===== src/hw/lc3b_types.sv =====
// LC-3b widths throughout; LC-3X ops ride on the RTI opcode, selected by ir[5:3]
`default_nettype none

package lc3b_types;

    localparam int NUM_REGS = 8;

    typedef logic [15:0] lc3b_word;
    typedef logic [2:0]  lc3b_reg;

    typedef enum logic [3:0] {
        op_br   = 4'b0000,
        op_add  = 4'b0001,
        op_ldb  = 4'b0010,
        op_stb  = 4'b0011,
        op_jsr  = 4'b0100,
        op_and  = 4'b0101,
        op_ldr  = 4'b0110,
        op_str  = 4'b0111,
        op_rti  = 4'b1000,  // LC-3X ops
        op_not  = 4'b1001,
        op_ldi  = 4'b1010,
        op_sti  = 4'b1011,
        op_jmp  = 4'b1100,
        op_shf  = 4'b1101,
        op_lea  = 4'b1110,
        op_trap = 4'b1111
    } lc3b_opcode;

    typedef enum logic [3:0] {
        alu_passa,
        alu_passb,
        alu_add,
        alu_and,
        alu_nand,
        alu_not,
        alu_sub,
        alu_xor,
        alu_or,
        alu_div,
        alu_mult
    } lc3b_aluop;

    typedef struct packed {
        lc3b_opcode opcode;
        lc3b_aluop  aluop;
        // datapath mux selects
        logic       addr1mux_sel;
        logic [1:0] addr2mux_sel;
        logic       addr3mux_sel;
        logic       lshf;
        logic       sr2mux_sel;         // imm5 instead of sr2
        logic       storemux_sel;       // sr2 taken from ir[11:9]
        logic [1:0] wbmux_sel;
        logic       dest_mux_sel;       // dr forced to R7
        logic [1:0] alu_result_mux_sel;
        logic       d_mem_byte_sel;
        // op flags
        logic       br_op;
        logic       jsr_op;
        logic       jmp_op;
        logic       trap_op;
        logic       uncond_op;
        logic       stb_op;
        logic       ldi_op;
        logic       sti_op;
        logic       ldb_op;
        logic       div_op;
        logic       mult_op;
        logic       sub_op;
        logic       xor_op;
        logic       or_op;
        logic       nor_op;
        logic       xnor_op;
        logic       nand_op;
        logic       ldbse_op;
        logic       load_reg;
        logic       load_cc;
        logic       dcache_enable;
        logic       dcacheR;
        logic       dcacheW;
        // hazard inputs
        logic       sr1_needed;
        logic       sr2_needed;
        logic       dr_needed;
        lc3b_word   pc;
    } lc3b_control_word;

    typedef struct packed {
        lc3b_word pc;
        lc3b_word ir;
    } lc3b_fetch_t;

    typedef struct packed {
        lc3b_control_word ctrl;
        lc3b_word         ir;
        lc3b_word         sr1_data;
        lc3b_word         sr2_data;
        lc3b_reg          dr;
    } lc3b_decoded_t;

endpackage : lc3b_types

`default_nettype wire


===== src/hw/pipe_reg.sv =====
// one entry deep; payload is not reset, only the valid flag is
`default_nettype none

module pipe_reg
#(
    parameter type payload_t = logic
)
(
    input  logic     clk,
    input  logic     arst_n,
    input  logic     in_valid,
    output logic     in_ready,
    input  payload_t in_data,
    output logic     out_valid,
    input  logic     out_ready,
    output payload_t out_data
);

    // empty, or draining in this same cycle
    assign in_ready = !out_valid || out_ready;

    always_ff @(posedge clk or negedge arst_n)
    begin
        if (!arst_n)
            out_valid <= 1'b0;
        else if (in_ready)
            out_valid <= in_valid;
    end

    always_ff @(posedge clk)
    begin
        if (in_ready && in_valid)
            out_data <= in_data;
    end

    // a stalled entry must not move or vanish
    a_hold_stable: assert property (
        @(posedge clk) disable iff (!arst_n)
        out_valid && !out_ready |=> out_valid && $stable(out_data)
    );

endmodule : pipe_reg

`default_nettype wire


===== src/hw/control_rom.sv =====
// purely combinational; nor and xnor carry only their op flag, aluop stays pass a
`default_nettype none

module control_rom
(
    input  lc3b_types::lc3b_opcode       opcode,
    input  logic                         ir11,
    input  logic                         ir4,
    input  logic                         ir5,
    input  logic [2:0]                   lc3x_control,
    input  lc3b_types::lc3b_word         pc,
    output lc3b_types::lc3b_control_word ctrl
);

    import lc3b_types::*;

    always_comb
    begin
        ctrl        = '0;   // everything off unless an opcode asks
        ctrl.opcode = opcode;
        ctrl.aluop  = alu_passa;
        ctrl.pc     = pc;

        case (opcode)
            op_add, op_and:
            begin
                if (opcode == op_add)
                    ctrl.aluop = alu_add;
                else if (ir4)
                    ctrl.aluop = alu_nand;  // LC-3X nand
                else
                    ctrl.aluop = alu_and;
                ctrl.nand_op    = (opcode == op_and) && ir4;
                ctrl.load_reg   = 1'b1;
                ctrl.load_cc    = 1'b1;
                ctrl.wbmux_sel  = 2'b11;
                ctrl.sr1_needed = 1'b1;
                ctrl.sr2_needed = !ir5;     // imm5 form has no sr2
                ctrl.sr2mux_sel = ir5;
                ctrl.dr_needed  = 1'b1;
            end

            op_not, op_shf:
            begin
                ctrl.aluop              = (opcode == op_not) ? alu_not : alu_passa;
                ctrl.alu_result_mux_sel = (opcode == op_shf) ? 2'b01 : 2'b00;
                ctrl.load_reg           = 1'b1;
                ctrl.load_cc            = 1'b1;
                ctrl.wbmux_sel          = 2'b11;
                ctrl.sr1_needed         = 1'b1;
                ctrl.dr_needed          = 1'b1;
            end

            op_ldr, op_ldb, op_ldi:
            begin
                ctrl.addr1mux_sel   = 1'b1;
                ctrl.addr2mux_sel   = 2'b01;    // base + offset6
                ctrl.lshf           = (opcode != op_ldb);
                ctrl.wbmux_sel      = 2'b01;
                ctrl.load_reg       = 1'b1;
                ctrl.load_cc        = 1'b1;
                ctrl.dcache_enable  = 1'b1;
                ctrl.dcacheR        = 1'b1;
                ctrl.d_mem_byte_sel = (opcode == op_ldb);
                ctrl.ldb_op         = (opcode == op_ldb);
                ctrl.ldi_op         = (opcode == op_ldi);
                ctrl.sr1_needed     = 1'b1;
                ctrl.dr_needed      = 1'b1;
            end

            op_str, op_stb, op_sti:
            begin
                ctrl.aluop         = alu_passb;  // store data goes through the ALU
                ctrl.addr1mux_sel  = 1'b1;
                ctrl.addr2mux_sel  = 2'b01;
                ctrl.lshf          = (opcode != op_stb);
                ctrl.storemux_sel  = 1'b1;
                ctrl.dcache_enable = 1'b1;
                ctrl.dcacheW       = 1'b1;
                ctrl.stb_op        = (opcode == op_stb);
                ctrl.sti_op        = (opcode == op_sti);
                ctrl.sr1_needed    = 1'b1;
                ctrl.dr_needed     = 1'b1;      // source register sits in the dr field
            end

            op_br:
            begin
                ctrl.addr2mux_sel = 2'b10;
                ctrl.lshf         = 1'b1;
                ctrl.br_op        = 1'b1;
            end

            op_lea:
            begin
                ctrl.addr2mux_sel = 2'b10;
                ctrl.lshf         = 1'b1;
                ctrl.storemux_sel = 1'b1;
                ctrl.load_reg     = 1'b1;
                ctrl.load_cc      = 1'b1;
                ctrl.dr_needed    = 1'b1;
            end

            op_jmp:
            begin
                ctrl.jmp_op     = 1'b1;     // ret as well
                ctrl.uncond_op  = 1'b1;
                ctrl.sr1_needed = 1'b1;
            end

            op_jsr:
            begin
                ctrl.dest_mux_sel = 1'b1;   // link into R7
                ctrl.wbmux_sel    = 2'b10;
                ctrl.load_reg     = 1'b1;
                ctrl.uncond_op    = 1'b1;
                if (ir11)
                begin
                    ctrl.jsr_op       = 1'b1;
                    ctrl.br_op        = 1'b1;
                    ctrl.addr2mux_sel = 2'b11;  // pc + offset11
                    ctrl.lshf         = 1'b1;
                end
                else
                begin
                    ctrl.jmp_op     = 1'b1;     // jsrr, target from base register
                    ctrl.sr1_needed = 1'b1;
                end
            end

            op_trap:
            begin
                ctrl.dest_mux_sel  = 1'b1;
                ctrl.wbmux_sel     = 2'b10;
                ctrl.load_reg      = 1'b1;
                ctrl.trap_op       = 1'b1;
                ctrl.uncond_op     = 1'b1;
                ctrl.addr3mux_sel  = 1'b1;  // zext trapvect8 << 1
                ctrl.dcache_enable = 1'b1;
                ctrl.dcacheR       = 1'b1;
            end

            op_rti:
            begin
                ctrl.load_reg  = 1'b1;
                ctrl.load_cc   = 1'b1;
                ctrl.dr_needed = 1'b1;
                ctrl.sr1_needed = 1'b1;
                if (lc3x_control == 3'b111)
                begin
                    // ldbse, byte load path
                    ctrl.ldbse_op       = 1'b1;
                    ctrl.ldb_op         = 1'b1;
                    ctrl.addr1mux_sel   = 1'b1;
                    ctrl.addr2mux_sel   = 2'b01;
                    ctrl.wbmux_sel      = 2'b01;
                    ctrl.dcache_enable  = 1'b1;
                    ctrl.dcacheR        = 1'b1;
                    ctrl.d_mem_byte_sel = 1'b1;
                end
                else
                begin
                    ctrl.wbmux_sel  = 2'b11;
                    ctrl.sr2_needed = 1'b1;
                end
                case (lc3x_control)
                    3'b000:  begin ctrl.div_op  = 1'b1; ctrl.aluop = alu_div;  end
                    3'b001:  begin ctrl.mult_op = 1'b1; ctrl.aluop = alu_mult; end
                    3'b010:  begin ctrl.sub_op  = 1'b1; ctrl.aluop = alu_sub;  end
                    3'b011:  begin ctrl.xor_op  = 1'b1; ctrl.aluop = alu_xor;  end
                    3'b100:  begin ctrl.or_op   = 1'b1; ctrl.aluop = alu_or;   end
                    3'b101:  ctrl.nor_op  = 1'b1;
                    3'b110:  ctrl.xnor_op = 1'b1;
                    default: ctrl.aluop   = alu_passa;  // ldbse handled above
                endcase
            end

            default: ctrl = '0;     // unknown opcode
        endcase
    end

endmodule : control_rom

`default_nettype wire


===== src/hw/regfile.sv =====
// no write-to-read bypass; a write shows on the read ports one cycle later
`default_nettype none

module regfile
(
    input  logic                 clk,
    input  logic                 arst_n,
    input  lc3b_types::lc3b_reg  sr1,
    input  lc3b_types::lc3b_reg  sr2,
    output lc3b_types::lc3b_word sr1_data,
    output lc3b_types::lc3b_word sr2_data,
    input  logic                 wr_en,
    input  lc3b_types::lc3b_reg  wr_reg,
    input  lc3b_types::lc3b_word wr_data
);

    import lc3b_types::*;

    lc3b_word regs [NUM_REGS];

    always_ff @(posedge clk or negedge arst_n)
    begin
        if (!arst_n)
        begin
            for (int i = 0; i < NUM_REGS; i++)
                regs[i] <= '0;
        end
        else if (wr_en)
            regs[wr_reg] <= wr_data;
    end

    assign sr1_data = regs[sr1];
    assign sr2_data = regs[sr2];

endmodule : regfile

`default_nettype wire


===== src/hw/scoreboard.sv =====
// one writer per register in flight; writeback must target a busy register
`default_nettype none

module scoreboard
(
    input  logic                clk,
    input  logic                arst_n,
    input  logic                set_en,
    input  lc3b_types::lc3b_reg set_reg,
    input  logic                clr_en,
    input  lc3b_types::lc3b_reg clr_reg,
    input  lc3b_types::lc3b_reg sr1,
    input  lc3b_types::lc3b_reg sr2,
    input  lc3b_types::lc3b_reg dr,
    input  logic                sr1_needed,
    input  logic                sr2_needed,
    input  logic                dr_needed,
    output logic                hazard
);

    import lc3b_types::*;

    logic [NUM_REGS-1:0] busy;  // pending writeback per register

    always_ff @(posedge clk or negedge arst_n)
    begin
        if (!arst_n)
            busy <= '0;
        else
        begin
            if (clr_en)
                busy[clr_reg] <= 1'b0;
            if (set_en)
                busy[set_reg] <= 1'b1;
        end
    end

    assign hazard = (sr1_needed && busy[sr1]) ||
                    (sr2_needed && busy[sr2]) ||
                    (dr_needed  && busy[dr]);   // waw too

    // every writeback pairs with an earlier issue
    a_clr_busy: assert property (
        @(posedge clk) disable iff (!arst_n) clr_en |-> busy[clr_reg]
    );

    a_set_free: assert property (
        @(posedge clk) disable iff (!arst_n) set_en |-> !busy[set_reg]
    );

endmodule : scoreboard

`default_nettype wire


===== src/hw/decode_core.sv =====
// combinational between the stage registers; stalls instead of forwarding
`default_nettype none

module decode_core
(
    input  logic                      clk,
    input  logic                      arst_n,
    input  logic                      fetch_valid,
    output logic                      fetch_ready,
    input  lc3b_types::lc3b_fetch_t   fetch_data,
    output logic                      dec_valid,
    input  logic                      dec_ready,
    output lc3b_types::lc3b_decoded_t dec_data,
    input  logic                      wb_valid,
    input  lc3b_types::lc3b_reg       wb_dr,
    input  lc3b_types::lc3b_word      wb_data
);

    import lc3b_types::*;

    lc3b_word         ir;
    lc3b_control_word ctrl;
    lc3b_reg          sr1;
    lc3b_reg          sr2;
    lc3b_reg          dr;
    lc3b_word         sr1_data;
    lc3b_word         sr2_data;
    logic             hazard;

    assign ir = fetch_data.ir;

    control_rom control_rom_i (
        .opcode       (lc3b_opcode'(ir[15:12])),
        .ir11         (ir[11]),
        .ir4          (ir[4]),
        .ir5          (ir[5]),
        .lc3x_control (ir[5:3]),
        .pc           (fetch_data.pc),
        .ctrl         (ctrl)
    );

    assign sr1 = ir[8:6];
    assign sr2 = ctrl.storemux_sel ? ir[11:9] : ir[2:0];   // stores read ir[11:9]
    assign dr  = ctrl.dest_mux_sel ? 3'd7 : ir[11:9];       // R7 link for jsr/trap

    regfile regfile_i (
        .clk      (clk),
        .arst_n   (arst_n),
        .sr1      (sr1),
        .sr2      (sr2),
        .sr1_data (sr1_data),
        .sr2_data (sr2_data),
        .wr_en    (wb_valid),
        .wr_reg   (wb_dr),
        .wr_data  (wb_data)
    );

    // destination is checked whenever it will be written
    scoreboard scoreboard_i (
        .clk        (clk),
        .arst_n     (arst_n),
        .set_en     (dec_valid && dec_ready && ctrl.load_reg),
        .set_reg    (dr),
        .clr_en     (wb_valid),
        .clr_reg    (wb_dr),
        .sr1        (sr1),
        .sr2        (sr2),
        .dr         (dr),
        .sr1_needed (ctrl.sr1_needed),
        .sr2_needed (ctrl.sr2_needed),
        .dr_needed  (ctrl.dr_needed || ctrl.load_reg),
        .hazard     (hazard)
    );

    assign dec_valid   = fetch_valid && !hazard;
    assign fetch_ready = dec_ready && !hazard;

    assign dec_data.ctrl     = ctrl;
    assign dec_data.ir       = ir;
    assign dec_data.sr1_data = sr1_data;
    assign dec_data.sr2_data = sr2_data;
    assign dec_data.dr       = dr;

endmodule : decode_core

`default_nettype wire


===== src/hw/decode_stage.sv =====
// writeback is always accepted; two cycles input to output without stalls
`default_nettype none

module decode_stage
(
    input  logic                         clk,
    input  logic                         arst_n,
    input  logic                         in_valid,
    output logic                         in_ready,
    input  lc3b_types::lc3b_word         in_pc,
    input  lc3b_types::lc3b_word         in_ir,
    output logic                         out_valid,
    input  logic                         out_ready,
    output lc3b_types::lc3b_word         out_pc,
    output lc3b_types::lc3b_word         out_ir,
    output lc3b_types::lc3b_control_word out_ctrl,
    output lc3b_types::lc3b_word         out_sr1_data,
    output lc3b_types::lc3b_word         out_sr2_data,
    output lc3b_types::lc3b_reg          out_dr,
    input  logic                         wb_valid,
    input  lc3b_types::lc3b_reg          wb_dr,
    input  lc3b_types::lc3b_word         wb_data
);

    import lc3b_types::*;

    lc3b_fetch_t   in_data;
    lc3b_fetch_t   fetch_data;
    logic          fetch_valid;
    logic          fetch_ready;
    lc3b_decoded_t dec_data;
    lc3b_decoded_t out_data;
    logic          dec_valid;
    logic          dec_ready;

    assign in_data.pc = in_pc;
    assign in_data.ir = in_ir;

    pipe_reg #(.payload_t(lc3b_fetch_t)) fetch_reg_i (
        .clk       (clk),
        .arst_n    (arst_n),
        .in_valid  (in_valid),
        .in_ready  (in_ready),
        .in_data   (in_data),
        .out_valid (fetch_valid),
        .out_ready (fetch_ready),
        .out_data  (fetch_data)
    );

    decode_core decode_core_i (
        .clk         (clk),
        .arst_n      (arst_n),
        .fetch_valid (fetch_valid),
        .fetch_ready (fetch_ready),
        .fetch_data  (fetch_data),
        .dec_valid   (dec_valid),
        .dec_ready   (dec_ready),
        .dec_data    (dec_data),
        .wb_valid    (wb_valid),
        .wb_dr       (wb_dr),
        .wb_data     (wb_data)
    );

    pipe_reg #(.payload_t(lc3b_decoded_t)) out_reg_i (
        .clk       (clk),
        .arst_n    (arst_n),
        .in_valid  (dec_valid),
        .in_ready  (dec_ready),
        .in_data   (dec_data),
        .out_valid (out_valid),
        .out_ready (out_ready),
        .out_data  (out_data)
    );

    assign out_pc       = out_data.ctrl.pc;    // pc travels inside the control word
    assign out_ir       = out_data.ir;
    assign out_ctrl     = out_data.ctrl;
    assign out_sr1_data = out_data.sr1_data;
    assign out_sr2_data = out_data.sr2_data;
    assign out_dr       = out_data.dr;

endmodule : decode_stage

`default_nettype wire


===== config.mk =====
export PLATFORM = sky130hd
export DESIGN_NAME = decode_stage
export DESIGN_NICKNAME = d
export VERILOG_FILES = /design/src/hw/lc3b_types.sv /design/src/hw/pipe_reg.sv /design/src/hw/control_rom.sv /design/src/hw/regfile.sv /design/src/hw/scoreboard.sv /design/src/hw/decode_core.sv /design/src/hw/decode_stage.sv
export SDC_FILE = /design/constraint.sdc
export NUM_CORES = 1
export LEC_CHECK = 0
export BUFFER_PORTS_ARGS = -buffer_cell sky130_fd_sc_hd__buf_4
export CORE_AREA = 2 2 181 183
export DETAILED_ROUTE_END_ITERATION = 16
export DIE_AREA = 0 0 183 185
export REMOVE_ABC_BUFFERS = 1
export SYNTH_ARGS = -nofsm -noshare
export SYNTH_HDL_FRONTEND = slang
export SYNTH_SLANG_ARGS = --single-unit
export TNS_END_PERCENT = 30

===== constraint.sdc =====
create_clock -name clk -period 7.8 [get_ports clk]
set_clock_uncertainty 0.05 [all_clocks]
set_input_delay 1.56 -clock clk [delete_from_list [all_inputs] [get_ports clk]]
set_output_delay 1.56 -clock clk [all_outputs]
set_load 0.02 [all_outputs]

**Yosys cells after proc, flatten, opt, wreduce, memory -nomap -nowiden**

Cells that the tools add are included.

- Bits in registers: 282
- Input port bits: 56
- Output and inout bits: 132
- Word-level logic and storage cells: 196

- $lt $le $gt $ge: 10
- Equal/unequal tests: 24
- Muxes and demuxes: 63
- Bitwise logic cells: 6
- Reduce and logical (&&, ||, !) cells: 39

Operators with widths:

| cell | count |
|---|---|
| 128-bit bitwise mux | 1 |
| 16-bit binary-select mux with 3-bit select | 2 |
| 16-bit 2-to-1 mux | 5 |
| 16-bit demux with 3-bit select | 1 |
| 4-bit == test (second input constant) | 8 |
| 1-bit 2-to-1 mux | 25 |
| 12-bit OR reduction | 2 |
| 4-bit case mux with 5 select lines | 1 |
| 4-bit by 3-bit == test with 1-bit output (second input constant) | 4 |
| 3-bit by 4-bit less-than comparator with 1-bit output (second input constant) | 4 |
| 8-bit 2-to-1 mux | 2 |
| 1-bit case mux with 2 select lines | 8 |
| 2-bit case mux with 4 select lines | 2 |
| 4-bit case mux with 4 select lines | 1 |
| 3-bit 2-to-1 mux | 5 |
| 3-bit == test (second input constant) | 4 |
| 4-bit greater-or-equal comparator (second input constant) | 3 |
| 1-bit logical AND | 12 |
| 3-bit NOT with 4-bit output | 3 |
| 4-bit OR reduction | 3 |
| 11-bit OR reduction | 1 |
| 1-bit binary-select mux with 3-bit select | 3 |
| 3-bit OR reduction | 3 |
| 9-bit OR reduction | 1 |
| other kinds (21) | 38 |

**Depth between registers and ports, before layout**

- Word-level depth: 14
- Gate-level depth with buffers: 10
- Gate-level depth less buffers: 6

**Modules after synthesis**

Synthesis repeated with hierarchy kept, for this count alone.

- Cell total of the unflattened synthesis: 775
- Area total of the unflattened synthesis: 13160.1 µm²

Modules (own cells, without submodules):

| module | instances | cells an instance | area each (µm²) | sequential area each (µm²) |
|---|---|---|---|---|
| regfile | 1 | 393 | 7000.5 | 3203.1 |
| pipe_reg at out_reg_i | 1 | 118 | 3477.1 | 3448.3 |
| pipe_reg at fetch_reg_i | 1 | 36 | 1014.7 | 985.9 |
| control_rom | 1 | 123 | 762.0 | 0.0 |
| scoreboard | 1 | 63 | 584.3 | 200.2 |
| decode_core | 1 | 26 | 201.4 | 0.0 |
| decode_stage | 1 | 16 | 120.1 | 0.0 |

**Worst setup path after synthesis**

No wires, ideal clock.

- Path type: in2reg
- Start: input port out_ready
- End: register, netlist name out_reg_i.out_data[0]
- Library setup time: 0.574 ns
- Arrival time: 6.692 ns
- Required time: 7.176 ns
- Slack: 0.484 ns
- Stages: 6
- Path buffers: 1
- Cells stage by stage: nand2b_1 -> o31ai_1 -> a41oi_1 -> o41ai_2 -> buf_4 -> nor2_1

- Longest elaborated chain between the ends: 2

Ends and longest elaborated chain:

| element | RTL line | text |
|---|---|---|
| start, declared | decode_stage.sv:13 | `input logic out_ready,` |
| 1-bit logical OR | pipe_reg.sv:20 | `assign in_ready = !out_valid \|\| out_ready;` |
| 1-bit logical AND | pipe_reg.sv:32 | `if (in_ready && in_valid)` |

Every way passes these cells.
A chain may end at the register's enable or synchronous reset.

==> flow_summary.toml <==
[cts]
cts_buffer_depth = 3
cts-root-buf = "clkbuf_16"
cts_tree = "done"
cts_buffers = 31
cts_hold_buf = 0
htree_levels = 1
path_clk_slew_ns = 0.06
clk_latency_ns = 0.55
postCtsSetupBuffers = 0
cts_resized = 0
clock-sinks = 277

[worst_setup_path]
worstSetupStartpoint = "fetch_reg_i.out_data[13]"
arrival_ns = 3.96
reg2regPathDepth = 8
path_delay_family = "multiplexers"
path_buf_inv = 1
worstReg2RegEnd = "out_reg_i.out_data[65]"
worstSetupPathType = "flip-flop to output pin"
crit_path_end = "in_ready"
max_stage_delay_ns = 1.05
regToRegStartpoint = "fetch_reg_i.out_data[13]"
end_kind = "output pin"
slowest_stage = "mux2i_4"
crit_chain = "nand2_2 -> o21ai_4 -> mux2i_4 -> o31ai_1 -> o41ai_2 -> nand2_1 -> buf_4"
cp_max_fo = 34
cp.depth = 7
start_kind = "flip-flop"
crit_required_ns = 6.19
rrSetupSlack_ns = 2.82

[worst_hold_path]
hold_path_class = "flip-flop to flip-flop"
min_from = "fetch_reg_i.out_data[29]"

[logic_synthesis]
synthesis.area_sq_um = 12560
synth_cell_type_count = 55
ys_top_cells_by_count = "147 x mux2_2, 139 x edfxtp_1, 138 x dfrtp_1"
async_reset_ff_frac = 0.4982
ys_ff_latch = 277
ys_top_cells_by_area = "edfxtp_1 33%, dfrtp_1 27%, mux2_2 13%, mux4_2 6.1%, nand2_1 3.5%"
avgSynthCellArea_sq_um = 13.87
synth_top_cell_by_area = "edfxtp_1"
syn_inst = 906
synth_seq_area_share = 0.6071
ys.flop_type = "edfxtp_1"
synth_edf_count = 139
yosysMostFrequentCell = "mux2_2"
synth_top_cell_area_share = 0.3322
yosys_warnings = 0

[detailed_routing]
wl_per_cell_um = 20.71
antenna_left = 0
dr.pass1.iters = 5
vias_per_cell = 5.427
drt_wl_total_mm = 30.95
drt_iter0_drc = 478
vias = 8108
drc_errors = 0

[die]
initial_core_util = 0.3921
placeableCoreArea_sq_um = 32040
ioPinCount = 188
die_h_um = 185
dieArea_sq_um = 33860
rows = 66
fp.dieW_um = 183

[timing]
fmaxAchievable_mhz = 179.4
drv_slew = 0
tightest_slew_ns = 1.205
period_needed_ns = 5.574
rsz0062_at_grt = "false"
report.final.setup_viol = 0
final-hold-violation-count = 0
fin_crit_sh = 0.7147
maxSlewHeadroom = 0.1793
fin_tns_setup_ns = 0

[final_layout]
diodes = 0
syn_to_final_growth_pct = 21.47
layout.nets = 1119
fill_cells = 2808
instances_no_fill = 1494
drive_gt1_frac = 0.4254

[placement]
hpwl_mm = 19.19
port_buffers = 186
dp.cells = 1438
place_congestion = 0.8808

[power]
leakage_uw = 0.006103
irDropWorstVdd_v = 0.0002142
power_density_nw_per_um2 = 442.6

[grt]
grt_pass1_vias = 8087
antenna_found_initial = 1
grt_usage = 0.1802
overflow = 0
grt_max_degree = 71
grt_pass1_wl_mm = 47.05

[run_status]
status = "complete, no violations"

[job]
cap_violations = 0
-- flip-flops by register name (all words and copies together) (netlist names) --
name,cells
decode_core_i.regfile_i.regs,128
out_reg_i.out_data,107
fetch_reg_i.out_data,32
decode_core_i.scoreboard_i.busy,8
fetch_reg_i.out_valid,1
out_reg_i.out_valid,1
-- layout by cell type (no fill, tap or decap), types with 19 or more instances in the layout --
master	n
mux2_2	147
nand2_1	118
a211oi_1	19
mux4_2	34
dfrtp_1	138
clkbuf_16	32
buf_4	206
nand3_1	39
a21boi_0	19
edfxtp_1	139
-- report_power, final --
group,switching [uW],internal [uW],leakage (uW)
combinational,1580,1100,0.00263
sequential,354,2300,0.00298
clock,564,861,0.000488
total,2500,4260,0.00610
-- routing by layer --
metal / wire length, um / vias up / global-route usage
li1: - / 3694 / -
met1: 14050 / 4107 / 0.2466
met2: 14590 / 259 / 0.2998
met3: 1765 / 46 / 0.03244
met4: 531 / 2 / 0.04288
met5: 12 / - / 0
-- worst min path at each step --
stage | to | slack [ns] | depth (start not counted)
after floorplan | out_reg_i.out_data[51] | 0.35 | 0
after global placement | out_reg_i.out_data[60] | 0.35 | 0
after detailed placement | out_reg_i.out_data[59] | 0.36 | 0
after CTS | out_reg_i.out_data[64] | 0.37 | 0
after global routing | out_reg_i.out_data[54] | 0.38 | 0
final | out_reg_i.out_data[64] | 0.37 | 0
-- kinds of logic after synthesis --
group,share of synthesized area
simple gates,0.08216
flops,0.6070
buf+inv,0.03704
mux,0.1991
other cells,0.0002985
xor+xnor,0.0006972
compound gates,0.07369
-- cell type report --
| cell class | count | area [sq um] | share of cell area |
|---|---|---|---|
| flip-flops and latches | 277 | 7627 | 0.4998 |
| multi-input cells | 533 | 4526 | 0.2965 |
| inverters | 14 | 52.55 | 0.003443 |
| well taps | 408 | 510.5 | 0.03345 |
| repair buffers | 206 | 1546 | 0.1013 |
| clock buffers | 41 | 854.6 | 0.05599 |
| clock inverters | 15 | 145.1 | 0.009510 |
-- per-stage QoR --
step / area (sq um) / total power [uW] / setup WS, ns / util / hold slack, ns
2_1_floorplan: 12150 / 4278 / -0.3448 / - / 0.3503
3_3_place_gp: 14260 / 5357 / 2.856 / 0.4451 / 0.3516
3_5_place_dp: 14260 / 5386 / 2.794 / 0.4451 / 0.3554
4_1_cts: 15260 / 6833 / 2.170 / 0.4763 / 0.3684
5_1_grt: 15260 / 7128 / 1.936 / 0.4763 / 0.3767
6_report: 15260 / 6756 / 2.226 / 0.4763 / 0.3669
Note: power is estimated with default switching activity, not from simulation.
